### src/hdc_pkg.sv
package hdc_pkg;

    // ==================================================
    // widths
    // ==================================================
    localparam int AXIL_ADDR_W = 32;
    localparam int AXIL_DATA_W = 32;
    // one 32-bit word per item vector
    localparam int HV_W        = 32;
    // item index and item count
    localparam int ITEM_W      = 16;
    // word index, address bits 9..2
    localparam int REG_IDX_W   = 8;

    // ==================================================
    // shared types
    // ==================================================
    typedef logic [AXIL_DATA_W-1:0] data_t;
    typedef logic [HV_W-1:0]        hv_t;
    typedef logic [ITEM_W-1:0]      item_idx_t;
    typedef logic [REG_IDX_W-1:0]   reg_idx_t;

    // prng reload value, must never be zero
    localparam hv_t        HV_SEED   = 32'h2545_f491;
    // OKAY is the only response this slave gives
    localparam logic [1:0] RESP_OKAY = 2'b00;

    // ==================================================
    // encodings
    // ==================================================
    // bus handshake states
    typedef enum logic [2:0] {
        st_idle      = 3'd0,
        st_aw_held   = 3'd1,
        st_w_held    = 3'd2,
        st_wr_commit = 3'd3,
        st_wr_resp   = 3'd4,
        st_rd_fetch  = 3'd5,
        st_rd_resp   = 3'd6
    } axil_state_e;

    // register word indices, byte address is index * 4
    typedef enum logic [REG_IDX_W-1:0] {
        reg_ctrl     = 8'd0,
        reg_item_num = 8'd1,
        reg_hv       = 8'd2
    } reg_addr_e;

endpackage

### src/reg_bus_if.sv
`timescale 1ns/1ps

interface reg_bus_if;

    // write side, one-cycle strobe with index and word
    logic              wr_en;
    hdc_pkg::reg_idx_t wr_idx;
    hdc_pkg::data_t    wr_data;

    // read side, data is registered on the strobe
    logic              rd_en;
    hdc_pkg::reg_idx_t rd_idx;
    hdc_pkg::data_t    rd_data;

    // bus state machine side
    modport fsm (
        output wr_en, wr_idx, wr_data, rd_en, rd_idx,
        input  rd_data
    );

    // register file side
    modport regs (
        input  wr_en, wr_idx, wr_data, rd_en, rd_idx,
        output rd_data
    );

endinterface

### src/axil_fsm.sv
`timescale 1ns/1ps

module axil_fsm (
    input  logic                            S_AXI_ACLK,
    input  logic                            S_AXI_ARESETN,
    // write address
    input  logic [hdc_pkg::AXIL_ADDR_W-1:0] s_axi_awaddr,
    input  logic                            s_axi_awvalid,
    output logic                            s_axi_awready,
    // write data
    input  hdc_pkg::data_t                  s_axi_wdata,
    input  logic [3:0]                      s_axi_wstrb,
    input  logic                            s_axi_wvalid,
    output logic                            s_axi_wready,
    // write response
    output logic [1:0]                      s_axi_bresp,
    output logic                            s_axi_bvalid,
    input  logic                            s_axi_bready,
    // read address
    input  logic [hdc_pkg::AXIL_ADDR_W-1:0] s_axi_araddr,
    input  logic                            s_axi_arvalid,
    output logic                            s_axi_arready,
    // read response, data comes from the register file
    output logic [1:0]                      s_axi_rresp,
    output logic                            s_axi_rvalid,
    input  logic                            s_axi_rready,
    reg_bus_if.fsm                          bus
);

    hdc_pkg::axil_state_e state;

    // latched transaction fields
    hdc_pkg::reg_idx_t wr_idx_q;
    hdc_pkg::reg_idx_t rd_idx_q;
    logic [1:0]        wr_region_q;
    logic [1:0]        rd_region_q;
    hdc_pkg::data_t    wr_data_q;

    // handshakes that complete this cycle
    logic aw_take;
    logic w_take;
    logic ar_take;

    // ==================================================
    // handshake outputs
    // ==================================================
    // address and data can arrive in either order
    assign s_axi_awready = (state == hdc_pkg::st_idle) || (state == hdc_pkg::st_w_held);
    assign s_axi_wready  = (state == hdc_pkg::st_idle) || (state == hdc_pkg::st_aw_held);
    // write wins in idle, so ar is only offered with no write pending
    assign s_axi_arready = (state == hdc_pkg::st_idle) && !s_axi_awvalid && !s_axi_wvalid;
    assign s_axi_bvalid  = (state == hdc_pkg::st_wr_resp);
    assign s_axi_rvalid  = (state == hdc_pkg::st_rd_resp);
    assign s_axi_bresp   = hdc_pkg::RESP_OKAY;
    assign s_axi_rresp   = hdc_pkg::RESP_OKAY;

    assign aw_take = s_axi_awready && s_axi_awvalid;
    assign w_take  = s_axi_wready && s_axi_wvalid;
    assign ar_take = s_axi_arready && s_axi_arvalid;

    // ==================================================
    // state register
    // ==================================================
    always_ff @(posedge S_AXI_ACLK) begin
        if (!S_AXI_ARESETN) begin
            state <= hdc_pkg::st_idle;
        end else begin
            case (state)
                hdc_pkg::st_idle: begin
                    if (aw_take && w_take) begin
                        state <= hdc_pkg::st_wr_commit;
                    end else if (aw_take) begin
                        state <= hdc_pkg::st_aw_held;
                    end else if (w_take) begin
                        state <= hdc_pkg::st_w_held;
                    end else if (ar_take) begin
                        state <= hdc_pkg::st_rd_fetch;
                    end
                end
                // waiting for the missing half of the write
                hdc_pkg::st_aw_held: begin
                    if (w_take) begin
                        state <= hdc_pkg::st_wr_commit;
                    end
                end
                hdc_pkg::st_w_held: begin
                    if (aw_take) begin
                        state <= hdc_pkg::st_wr_commit;
                    end
                end
                hdc_pkg::st_wr_commit: state <= hdc_pkg::st_wr_resp;
                hdc_pkg::st_wr_resp: begin
                    if (s_axi_bready) begin
                        state <= hdc_pkg::st_idle;
                    end
                end
                // one fetch cycle, register file loads rd_data
                hdc_pkg::st_rd_fetch: state <= hdc_pkg::st_rd_resp;
                hdc_pkg::st_rd_resp: begin
                    if (s_axi_rready) begin
                        state <= hdc_pkg::st_idle;
                    end
                end
                default: state <= hdc_pkg::st_idle;
            endcase
        end
    end

    // ==================================================
    // address and data capture
    // ==================================================
    // byte strobes ignored, every write is a full word
    always_ff @(posedge S_AXI_ACLK) begin
        if (aw_take) begin
            wr_idx_q    <= s_axi_awaddr[9:2];
            wr_region_q <= s_axi_awaddr[11:10];
        end
        if (w_take) begin
            wr_data_q <= s_axi_wdata;
        end
        if (ar_take) begin
            rd_idx_q    <= s_axi_araddr[9:2];
            rd_region_q <= s_axi_araddr[11:10];
        end
    end

    // write strobe only inside the register window
    assign bus.wr_en   = (state == hdc_pkg::st_wr_commit) && (wr_region_q == 2'b00);
    assign bus.wr_idx  = wr_idx_q;
    assign bus.wr_data = wr_data_q;

    // reads outside the window land on an unmapped word and return zero
    assign bus.rd_en  = (state == hdc_pkg::st_rd_fetch);
    assign bus.rd_idx = (rd_region_q == 2'b00) ? rd_idx_q : '1;

    // ==================================================
    // checks
    // ==================================================
    a_one_resp: assert property (@(posedge S_AXI_ACLK) disable iff (!S_AXI_ARESETN)
        !(s_axi_bvalid && s_axi_rvalid));

    // strobe right after the accepting edge, response one cycle later
    a_wr_strobe: assert property (@(posedge S_AXI_ACLK) disable iff (!S_AXI_ARESETN)
        bus.wr_en |-> $past(aw_take || w_take) ##1 s_axi_bvalid);
    a_rd_strobe: assert property (@(posedge S_AXI_ACLK) disable iff (!S_AXI_ARESETN)
        bus.rd_en |-> $past(ar_take) ##1 s_axi_rvalid);

    // register file must hold read data while the master stalls
    a_rdata_hold: assert property (@(posedge S_AXI_ACLK) disable iff (!S_AXI_ARESETN)
        s_axi_rvalid && !s_axi_rready |=> $stable(bus.rd_data));

endmodule

### src/hdc_regs.sv
`timescale 1ns/1ps

module hdc_regs (
    input  logic               S_AXI_ACLK,
    input  logic               S_AXI_ARESETN,
    reg_bus_if.regs            bus,
    input  logic               item_done,
    input  hdc_pkg::hv_t       rand_word,
    output logic               gen,
    output hdc_pkg::item_idx_t item_num,
    output hdc_pkg::data_t     rdata
);

    // captured item hypervector, read only from the bus
    hdc_pkg::hv_t   hv_q;
    hdc_pkg::data_t rd_mux;

    // write decode
    logic wr_ctrl;
    logic wr_count;

    assign wr_ctrl  = bus.wr_en && (bus.wr_idx == hdc_pkg::reg_ctrl);
    assign wr_count = bus.wr_en && (bus.wr_idx == hdc_pkg::reg_item_num);

    // ==================================================
    // control and count
    // ==================================================
    always_ff @(posedge S_AXI_ACLK) begin
        if (!S_AXI_ARESETN) begin
            gen      <= 1'b0;
            item_num <= '0;
        end else begin
            // software write beats the self clear on the same edge
            if (wr_ctrl) begin
                gen <= bus.wr_data[0];
            end else if (item_done) begin
                gen <= 1'b0;
            end
            // low 16 bits only
            if (wr_count) begin
                item_num <= bus.wr_data[hdc_pkg::ITEM_W-1:0];
            end
        end
    end

    // grab the requested item's vector
    always_ff @(posedge S_AXI_ACLK) begin
        if (!S_AXI_ARESETN) begin
            hv_q <= '0;
        end else if (item_done) begin
            hv_q <= rand_word;
        end
    end

    // ==================================================
    // read path
    // ==================================================
    // zero-extended, unmapped words read 0
    always_comb begin
        rd_mux = '0;
        case (bus.rd_idx)
            hdc_pkg::reg_ctrl:     rd_mux[0] = gen;
            hdc_pkg::reg_item_num: rd_mux[hdc_pkg::ITEM_W-1:0] = item_num;
            hdc_pkg::reg_hv:       rd_mux = hdc_pkg::data_t'(hv_q);
            default:               rd_mux = '0;
        endcase
    end

    // loaded in the fetch cycle, held through the response
    always_ff @(posedge S_AXI_ACLK) begin
        if (!S_AXI_ARESETN) begin
            rdata <= '0;
        end else if (bus.rd_en) begin
            rdata <= rd_mux;
        end
    end

    assign bus.rd_data = rdata;

    // counter may only finish during a run
    a_done_in_run: assert property (@(posedge S_AXI_ACLK) disable iff (!S_AXI_ARESETN)
        item_done |-> gen);

endmodule

### src/item_counter.sv
`timescale 1ns/1ps

module item_counter (
    input  logic               S_AXI_ACLK,
    input  logic               S_AXI_ARESETN,
    input  logic               gen,
    input  hdc_pkg::item_idx_t item_num,
    output logic               item_done
);

    // index of the item the prng shows this cycle
    hdc_pkg::item_idx_t idx_q;

    always_ff @(posedge S_AXI_ACLK) begin
        if (!S_AXI_ARESETN) begin
            idx_q <= '0;
        end else if (!gen) begin
            // parked at item 0 between runs
            idx_q <= '0;
        end else begin
            idx_q <= idx_q + 1'b1;
        end
    end

    // requested item reached, one pulse
    assign item_done = gen && (idx_q == item_num);

endmodule

### src/xorshift32.sv
`timescale 1ns/1ps

module xorshift32 (
    input  logic         S_AXI_ACLK,
    input  logic         S_AXI_ARESETN,
    input  logic         gen,
    output hdc_pkg::hv_t rand_word
);

    hdc_pkg::hv_t state_q;

    // one xorshift step, shifts 13 / 17 / 5
    hdc_pkg::hv_t step_a;
    hdc_pkg::hv_t step_b;
    hdc_pkg::hv_t step_next;

    always_comb begin
        step_a    = state_q ^ (state_q << 13);
        step_b    = step_a ^ (step_a >> 17);
        step_next = step_b ^ (step_b << 5);
    end

    always_ff @(posedge S_AXI_ACLK) begin
        if (!S_AXI_ARESETN) begin
            state_q <= hdc_pkg::HV_SEED;
        end else if (!gen) begin
            // every run replays the same sequence
            state_q <= hdc_pkg::HV_SEED;
        end else begin
            state_q <= step_next;
        end
    end

    assign rand_word = state_q;

    // a zero state would lock the generator
    a_nonzero: assert property (@(posedge S_AXI_ACLK) disable iff (!S_AXI_ARESETN)
        state_q != '0);

endmodule

### src/hdc_top.sv
`timescale 1ns/1ps

module hdc_top (
    input  logic                            S_AXI_ACLK,
    input  logic                            S_AXI_ARESETN,
    // write address
    input  logic [hdc_pkg::AXIL_ADDR_W-1:0] s_axi_awaddr,
    input  logic                            s_axi_awvalid,
    output logic                            s_axi_awready,
    // write data
    input  hdc_pkg::data_t                  s_axi_wdata,
    input  logic [3:0]                      s_axi_wstrb,
    input  logic                            s_axi_wvalid,
    output logic                            s_axi_wready,
    // write response
    output logic [1:0]                      s_axi_bresp,
    output logic                            s_axi_bvalid,
    input  logic                            s_axi_bready,
    // read address
    input  logic [hdc_pkg::AXIL_ADDR_W-1:0] s_axi_araddr,
    input  logic                            s_axi_arvalid,
    output logic                            s_axi_arready,
    // read data
    output hdc_pkg::data_t                  s_axi_rdata,
    output logic [1:0]                      s_axi_rresp,
    output logic                            s_axi_rvalid,
    input  logic                            s_axi_rready
);

    // generator side wires
    logic               gen;
    logic               item_done;
    hdc_pkg::item_idx_t item_num;
    hdc_pkg::hv_t       rand_word;

    reg_bus_if bus ();

    // ==================================================
    // bus side
    // ==================================================
    axil_fsm fsm0 (
        .S_AXI_ACLK    (S_AXI_ACLK),
        .S_AXI_ARESETN (S_AXI_ARESETN),
        .s_axi_awaddr  (s_axi_awaddr),
        .s_axi_awvalid (s_axi_awvalid),
        .s_axi_awready (s_axi_awready),
        .s_axi_wdata   (s_axi_wdata),
        .s_axi_wstrb   (s_axi_wstrb),
        .s_axi_wvalid  (s_axi_wvalid),
        .s_axi_wready  (s_axi_wready),
        .s_axi_bresp   (s_axi_bresp),
        .s_axi_bvalid  (s_axi_bvalid),
        .s_axi_bready  (s_axi_bready),
        .s_axi_araddr  (s_axi_araddr),
        .s_axi_arvalid (s_axi_arvalid),
        .s_axi_arready (s_axi_arready),
        .s_axi_rresp   (s_axi_rresp),
        .s_axi_rvalid  (s_axi_rvalid),
        .s_axi_rready  (s_axi_rready),
        .bus           (bus.fsm)
    );

    hdc_regs regs0 (
        .S_AXI_ACLK    (S_AXI_ACLK),
        .S_AXI_ARESETN (S_AXI_ARESETN),
        .bus           (bus.regs),
        .item_done     (item_done),
        .rand_word     (rand_word),
        .gen           (gen),
        .item_num      (item_num),
        .rdata         (s_axi_rdata)
    );

    // ==================================================
    // item memory generator
    // ==================================================
    item_counter cnt0 (
        .S_AXI_ACLK    (S_AXI_ACLK),
        .S_AXI_ARESETN (S_AXI_ARESETN),
        .gen           (gen),
        .item_num      (item_num),
        .item_done     (item_done)
    );

    xorshift32 prng0 (
        .S_AXI_ACLK    (S_AXI_ACLK),
        .S_AXI_ARESETN (S_AXI_ARESETN),
        .gen           (gen),
        .rand_word     (rand_word)
    );

endmodule

### config.mk
export PLATFORM = sky130hd
export DESIGN_NAME = hdc_top
export DESIGN_NICKNAME = d
export VERILOG_FILES = /design/src/hdc_pkg.sv /design/src/reg_bus_if.sv /design/src/axil_fsm.sv /design/src/hdc_regs.sv /design/src/item_counter.sv /design/src/xorshift32.sv /design/src/hdc_top.sv
export SDC_FILE = /design/constraint.sdc
export NUM_CORES = 1
export LEC_CHECK = 0
export BUFFER_PORTS_ARGS = -buffer_cell sky130_fd_sc_hd__clkbuf_2
export CAP_MARGIN = 40
export CORE_MARGIN = 5
export CORE_UTILIZATION = 49
export DETAILED_ROUTE_END_ITERATION = 10
export PLACE_DENSITY = 0.76
export SLEW_MARGIN = 20
export SYNTH_ARGS = -nofsm -noshare
export SYNTH_HDL_FRONTEND = slang
export SYNTH_SLANG_ARGS = --single-unit
export TNS_END_PERCENT = 5
### constraint.sdc
create_clock -name S_AXI_ACLK -period 1.85 [get_ports S_AXI_ACLK]
set_input_delay 0.37 -clock S_AXI_ACLK [delete_from_list [all_inputs] [get_ports S_AXI_ACLK]]
set_output_delay 0.37 -clock S_AXI_ACLK [all_outputs]
set_load 0.01 [all_outputs]
# After elaboration in Yosys (flattened, before gate mapping)
# Index checks and enable logic that the tools add are counted.
[word_totals]
ff_bits = 168
in_bits = 107
n_memories = 0
output_inout_bits = 41
ramBits = 0
romBits = 0
latch_bits = 0
elab_cells = 68
[op_classes]
n_mux = 15
bitwise = 3
n_mul = 0
n_reduce_logical = 22
eq_ne = 15
n_div = 0
add_sub_neg = 1
shifts = 0
order_cmp = 0
[op_table]
columns = ["op", "n"]
rows = [
  ["$xor A32 B32 Y32", 2],
  ["$xor A32 B15 Y32", 1],
  ["$pmux W15 S2", 1],
  ["$mux W3", 8],
  ["$pmux W3 S7", 1],
  ["$add A16 B1 Y16 const B", 1],
  ["$eq A16 B16 Y1", 1],
  ["$eq A8 B1 Y1 const B", 2],
  ["$logic_not A8 Y1", 2],
  ["$mux W16", 1],
  ["$logic_and A1 B1 Y1", 10],
  ["$eq A3 B3 Y1 const B", 3],
  ["$eq A8 B2 Y1 const B", 1],
  ["$mux W8", 1],
  ["$ne A2 B1 Y1 const B", 4],
  ["$eq A3 B2 Y1 const B", 2],
  ["$ne A5 B2 Y1 const B", 1],
  ["$reduce_and A5 Y1", 1],
  ["$logic_not A2 Y1", 2],
  ["$eq A3 B1 Y1 const B", 1],
  ["$logic_not A3 Y1", 1],
  ["$pmux W1 S3", 1],
  ["$logic_not A1 Y1", 2],
  ["$logic_or A1 B1 Y1", 2],
  ["other kinds (3)", 4],
]

# Longest topological paths before layout
[logic_depth]
word_depth = 9
depth_mapped = 7
depth_no_buf = 6

# By module
# Synthesis repeated with hierarchy kept, for this count alone.
[unflattened]
hier_cells = 702
area_unflattened_um2 = 8005.2
[by_module_without_submodules]
columns = ["module", "n_inst", "area_per_inst_um2", "seq_area_each_um2", "cells_each"]
rows = [
  ["hdc_regs", 1, 3563.4, 1621.6, 366],
  ["axil_fsm", 1, 1955.6, 1621.6, 104],
  ["xorshift32", 1, 1570.3, 640.6, 128],
  ["item_counter", 1, 915.9, 320.3, 104],
]

# Worst setup path before layout
# No wires, ideal clock.
[synth_path]
kind = "reg2reg"
start = "register fsm0.wr_idx_q[2] (netlist: fsm0.bus.wr_idx[2])"
end = "register regs0.item_num[10]"
slack_ns = 0.106
t_arrival_ns = 1.617
setup_ns = 0.128
period_less_slack_ns = 1.744
path_buffers = 1
t_required_ns = 1.722
stages_incl_launch_ff = 7
path_cell_list = "edfxtp_1 > or4_4 > nor4_4 > nand3_4 > buf_6 > mux2i_1 > nor2_1"
[synth_between]
elab_chain_cells = 2
[synth_lines]
columns = ["element", "line", "source"]
rows = [
  ["from (decl)", "axil_fsm.sv:33", "hdc_pkg::reg_idx_t wr_idx_q;"],
  ["from (signal assigned)", "axil_fsm.sv:115", "wr_idx_q <= s_axi_awaddr[9:2];"],
  ["$eq A8 B1 Y1", "hdc_regs.sv:23", "assign wr_count = bus.wr_en && (bus.wr_idx == hdc_pkg::reg_item_num);"],
  ["$logic_and A1 B1 Y1", "hdc_regs.sv:23", ""],
  ["to (signal assigned)", "hdc_regs.sv:41", "item_num <= bus.wr_data[hdc_pkg::ITEM_W-1:0];"],
  ["to (decl)", "hdc_regs.sv:10", "output hdc_pkg::item_idx_t item_num,"],
]
# No other way between the ends.
# A chain may end at the register's enable or synchronous reset.

# Worst setup path after layout
[layout_path]
start = "register fsm0.state[1]"
end = "output port s_axi_arready"
[layout_between]
elab_chain_cells = 3
[layout_lines]
columns = ["element", "line", "source"]
rows = [
  ["from (decl)", "axil_fsm.sv:30", "hdc_pkg::axil_state_e state;"],
  ["from (signal assigned)", "axil_fsm.sv:66", "state <= hdc_pkg::st_idle;"],
  ["from (signal assigned)", "axil_fsm.sv:71", "state <= hdc_pkg::st_wr_commit;"],
  ["from (signal assigned)", "axil_fsm.sv:73", "state <= hdc_pkg::st_aw_held;"],
  ["$logic_not A3 Y1", "axil_fsm.sv:51", "assign s_axi_arready = (state == hdc_pkg::st_idle) && !s_axi_awvalid && !s_axi_wvalid;"],
  ["$logic_and A1 B1 Y1 (2 in series)", "axil_fsm.sv:51", ""],
  ["to (decl)", "hdc_top.sv:22", "output logic s_axi_arready,"],
]
# No other way between the ends.

==> summary.md <==
| Metric | Value |
|---|---|
| Die Area | `16,040 um2` |
| Clk buf depth | `2` |
| FF-to-FF path depth | `6` |
| Via density per instance | `5.385` |
| Die Span Y | `126.7 um` |
| H-Tree Level Count | `4` |
| Worst Path Arrival | `1.43 ns` |
| # port buffers | `79` |
| Leakage power | `3.056 nW` |
| Yosys reg bits | `168` |
| RD Place Congestion | `0.8601` |
| Netlist Area Pre-Place | `6669 um2` |
| Setup Slack @ Placement | `-0.03313 ns` |
| Vias | `5,137` |
| Cells after Synth | `657` |
| Min cycle time layout | `1.803 ns` |
| Final setup violation count | `0` |
| Clk sinks | `168` |
| Die W | `126.7 um` |
| Worst Setup End Kind | `output port` |
| Ant. Diodes | `0` |
| Residual DRC | `0` |
| Crit path cell chain | `nor3_1 -> nand2_2 -> inv_1 -> clkbuf_2` |
| Status | `finished clean` |
| Drt first-iter violations | `331` |
| Worst Tran Pin Value | `0.5738 ns` |
| RR Endpoint | `regs0.hv_q[31]$_SDFFE_PN0P_` |
| Core ar. | `13,300 um2` |
| Final worst-path cycle share | `97.45%` |
| Post-Place Cell Area | `7500 um2` |
| Area grow syn2layout | `21.39%` |
| TritonCTS buffer count | `17` |
| Power density over the cells | `995.0 nW/um2` |
| Row count | `42` |
| Post-synthesis async set-or-reset flop share | `0%` |
| Average wire per standard cell | `15.94 um` |
| Root buf cell | `clkbuf_16` |
| First-pass GRT wire length | `24,650 um` |
| Worst Path Max Fanout | `8` |
| Crit path largest cell delay | `0.36 ns` |
| Worst-path clk slew | `0.06 ns` |
| Share of post-route cells with drive strength above 1 | `22.75%` |
| Largest net degree at the start of global routing | `51` |
| Drt pass-1 iters | `5` |
| Warnings from Yosys | `0` |
| I/O pin cnt | `148` |
| Slew HR | `61.67%` |
| Final Max Tran Viols | `0` |
| Setup CP Type | `reg2out` |
| Clock Latency Late Sink | `0.42 ns` |
| Peak VDD IR | `0.001368 V` |
| CP startpoint kind | `flip-flop` |
| Clk_skew | `0.005681 ns` |
| Setup TNS | `0 ns` |
| Max-cap viol count | `0` |
| Final #Nets | `873` |
| Commonest cells after routing, fill and taps aside | `dfxtp_1, nor2_1, clkbuf_2, xnor2_1, a21oi_1` |
| CP top delay family | `simple AND/OR/NAND/NOR gates` |
| CTS tree | `yes` |
| Total track usage | `19.13%` |
| Hpwl dp | `10,780 um` |
| Initial Utilization | `50.16%` |
| Slowest cell on the critical path | `dfxtp_2` |
| Most common cell after layout, fill and taps aside | `dfxtp_1` |
| FF-to-FF Start | `cnt0.idx_q[6]$_SDFF_PN0_` |
| Total congestion overflow | `0` |
| Max Freq | `0.5547 GHz` |
| Post-route ant nets | `0` |
| Syn avg cell area | `10.15 um2` |
| RSZ-0062 raised after global routing | `yes` |
| Synth Flop Type | `dfxtp_1` |
| Worst EP required | `1.48 ns` |
| Final instance area | `8095 um2` |
| Number of synthesized flops with an enable pin | `36` |
| Register area share after synthesis | `55.83%` |
| Hold Path Sink | `fsm0.wr_region_q[0]$_DFFE_PP_` |
| Hold Path Class | `in2reg` |
| CP bufs+invs | `2` |
| Drt total wl | `15,210 um` |
| Initial antenna violation count | `0` |
| Worst Hold Depth | `1` |
| Vias in the first global route | `5,103` |
| Reg-to-reg setup timing slack | `0.07 ns` |
| Distinct cell type count after synthesis | `42` |
| Slack of the critical path | `0.04718 ns` |
| Final-report hold violation count | `0` |
| Final Hold Slack | `0.1187 ns` |
| Min-delay src | `s_axi_awaddr[10]` |
stage by stage:
stage          util (%)  instances  total power [mW]
3_3_place_gp      56.35        920             4.760
3_5_place_dp      56.41        921             4.799
6_report          60.89        954             8.055
5_1_grt           60.89        954             8.370
2_1_floorplan         -        660             4.561
4_1_cts           60.66        954             8.058
flip-flops by register name, indices dropped and copies added (netlist names):
name,cells
regs0.hv_q,32
fsm0.bus.wr_idx,8
regs0.item_num,16
fsm0.rd_region_q,2
fsm0.state,3
prng0.rand_word,32
fsm0.wr_region_q,2
regs0.bus.rd_data,32
fsm0.rd_idx_q,8
regs0.gen,1
fsm0.bus.wr_data,16
cnt0.idx_q,16
final cells by class:
| class | count | area, um2 |
|---|---|---|
| Multi-Input combinational cell | 443 | 2740 |
| Fill cell | 1083 | 5200 |
| Clock buffer | 25 | 478.0 |
| Sequential cell | 168 | 3730 |
| Tap cell | 176 | 220.2 |
| Inverter | 5 | 18.77 |
| Timing Repair Buffer | 130 | 840.8 |
| Clock inverter | 7 | 67.56 |
report_power, final:
| group | internal, mW | total (mW) | leakage, nW | switching, mW |
|---|---|---|---|---|
| logic | 0.256 | 0.681 | 1.38 | 0.425 |
| registers | 3.98 | 4.10 | 1.40 | 0.121 |
| clock network | 1.93 | 3.27 | 0.268 | 1.34 |
| total | 6.17 | 8.05 | 3.06 | 1.89 |
repair_timing:
action                     in CTS  in global routing
buffers inserted                1                  0
setup endpoints to repair      16                 37
gates resized for setup         0                 12
hold buffers                    0                  0
pin swaps                       1                  3
cell usage after synthesis (all sizes together), types with 2 or more instances:
cell type	number	area (um2)
nand3	41	217.7
nor2b	2	12.51
a21oi	53	265.3
a22oi	31	232.7
buf	20	133.9
nand4	6	37.54
nor4b	2	17.52
or3	3	18.77
nand2	27	101.4
nor3	20	105.1
inv	5	18.77
or4	2	22.52
and2	2	12.51
o21ai	37	185.2
and3	3	18.77
xor2	21	183.9
nor2	86	322.8
edfxtp	36	1081
mux2i	17	170.2
dfxtp	132	2643
nor3b	5	42.54
xnor2	69	611.8
nor4	4	40.04
clkbuf	24	90.09
logic make-up after synthesis:
| family | count (synthesis) | synth area share (%) |
|---|---|---|
| buffers and inverters | 49 | 3.640 |
| flip-flops | 168 | 55.83 |
| other | 1 | 0.05623 |
| XOR/XNOR | 90 | 11.93 |
| adder cells (fa/ha/maj) | 1 | 0.1876 |
| AO/OA/AOI/OAI | 126 | 10.96 |
| multiplexers | 18 | 2.720 |
| AND/OR/NAND/NOR | 204 | 14.67 |
metal layers:
metal / global-route usage, % / vias to the layer above / share of wire [%]
met5: 0 / - / 0
met4: 9.085 / 0 / 2.7
met3: 4.666 / 35 / 6.1
met2: 32.75 / 177 / 51
met1: 22.56 / 2437 / 40
li1: - / 2488 / -
how the worst max path moves through the flow:
stage / cells past startpoint / slack, ns / end / startpoint
after floorplan: 6 / 0.11 / regs0.item_num[10]$_SDFFE_PN0P_ / fsm0.bus.wr_idx[2]$_DFFE_PP_
after global placement: 5 / 0.03 / regs0.item_num[9]$_SDFFE_PN0P_ / fsm0.bus.wr_idx[2]$_DFFE_PP_
after detailed placement: 5 / -0.03 / regs0.item_num[3]$_SDFFE_PN0P_ / fsm0.bus.wr_idx[2]$_DFFE_PP_
after CTS: 5 / 0.005 / s_axi_arready / fsm0.state[2]$_SDFFE_PN0P_
after global routing: 4 / -0.04 / s_axi_arready / fsm0.state[1]$_SDFFE_PN0P_
final: 4 / 0.05 / s_axi_arready / fsm0.state[1]$_SDFFE_PN0P_
No activity file was read; power rests on OpenSTA's default activity.
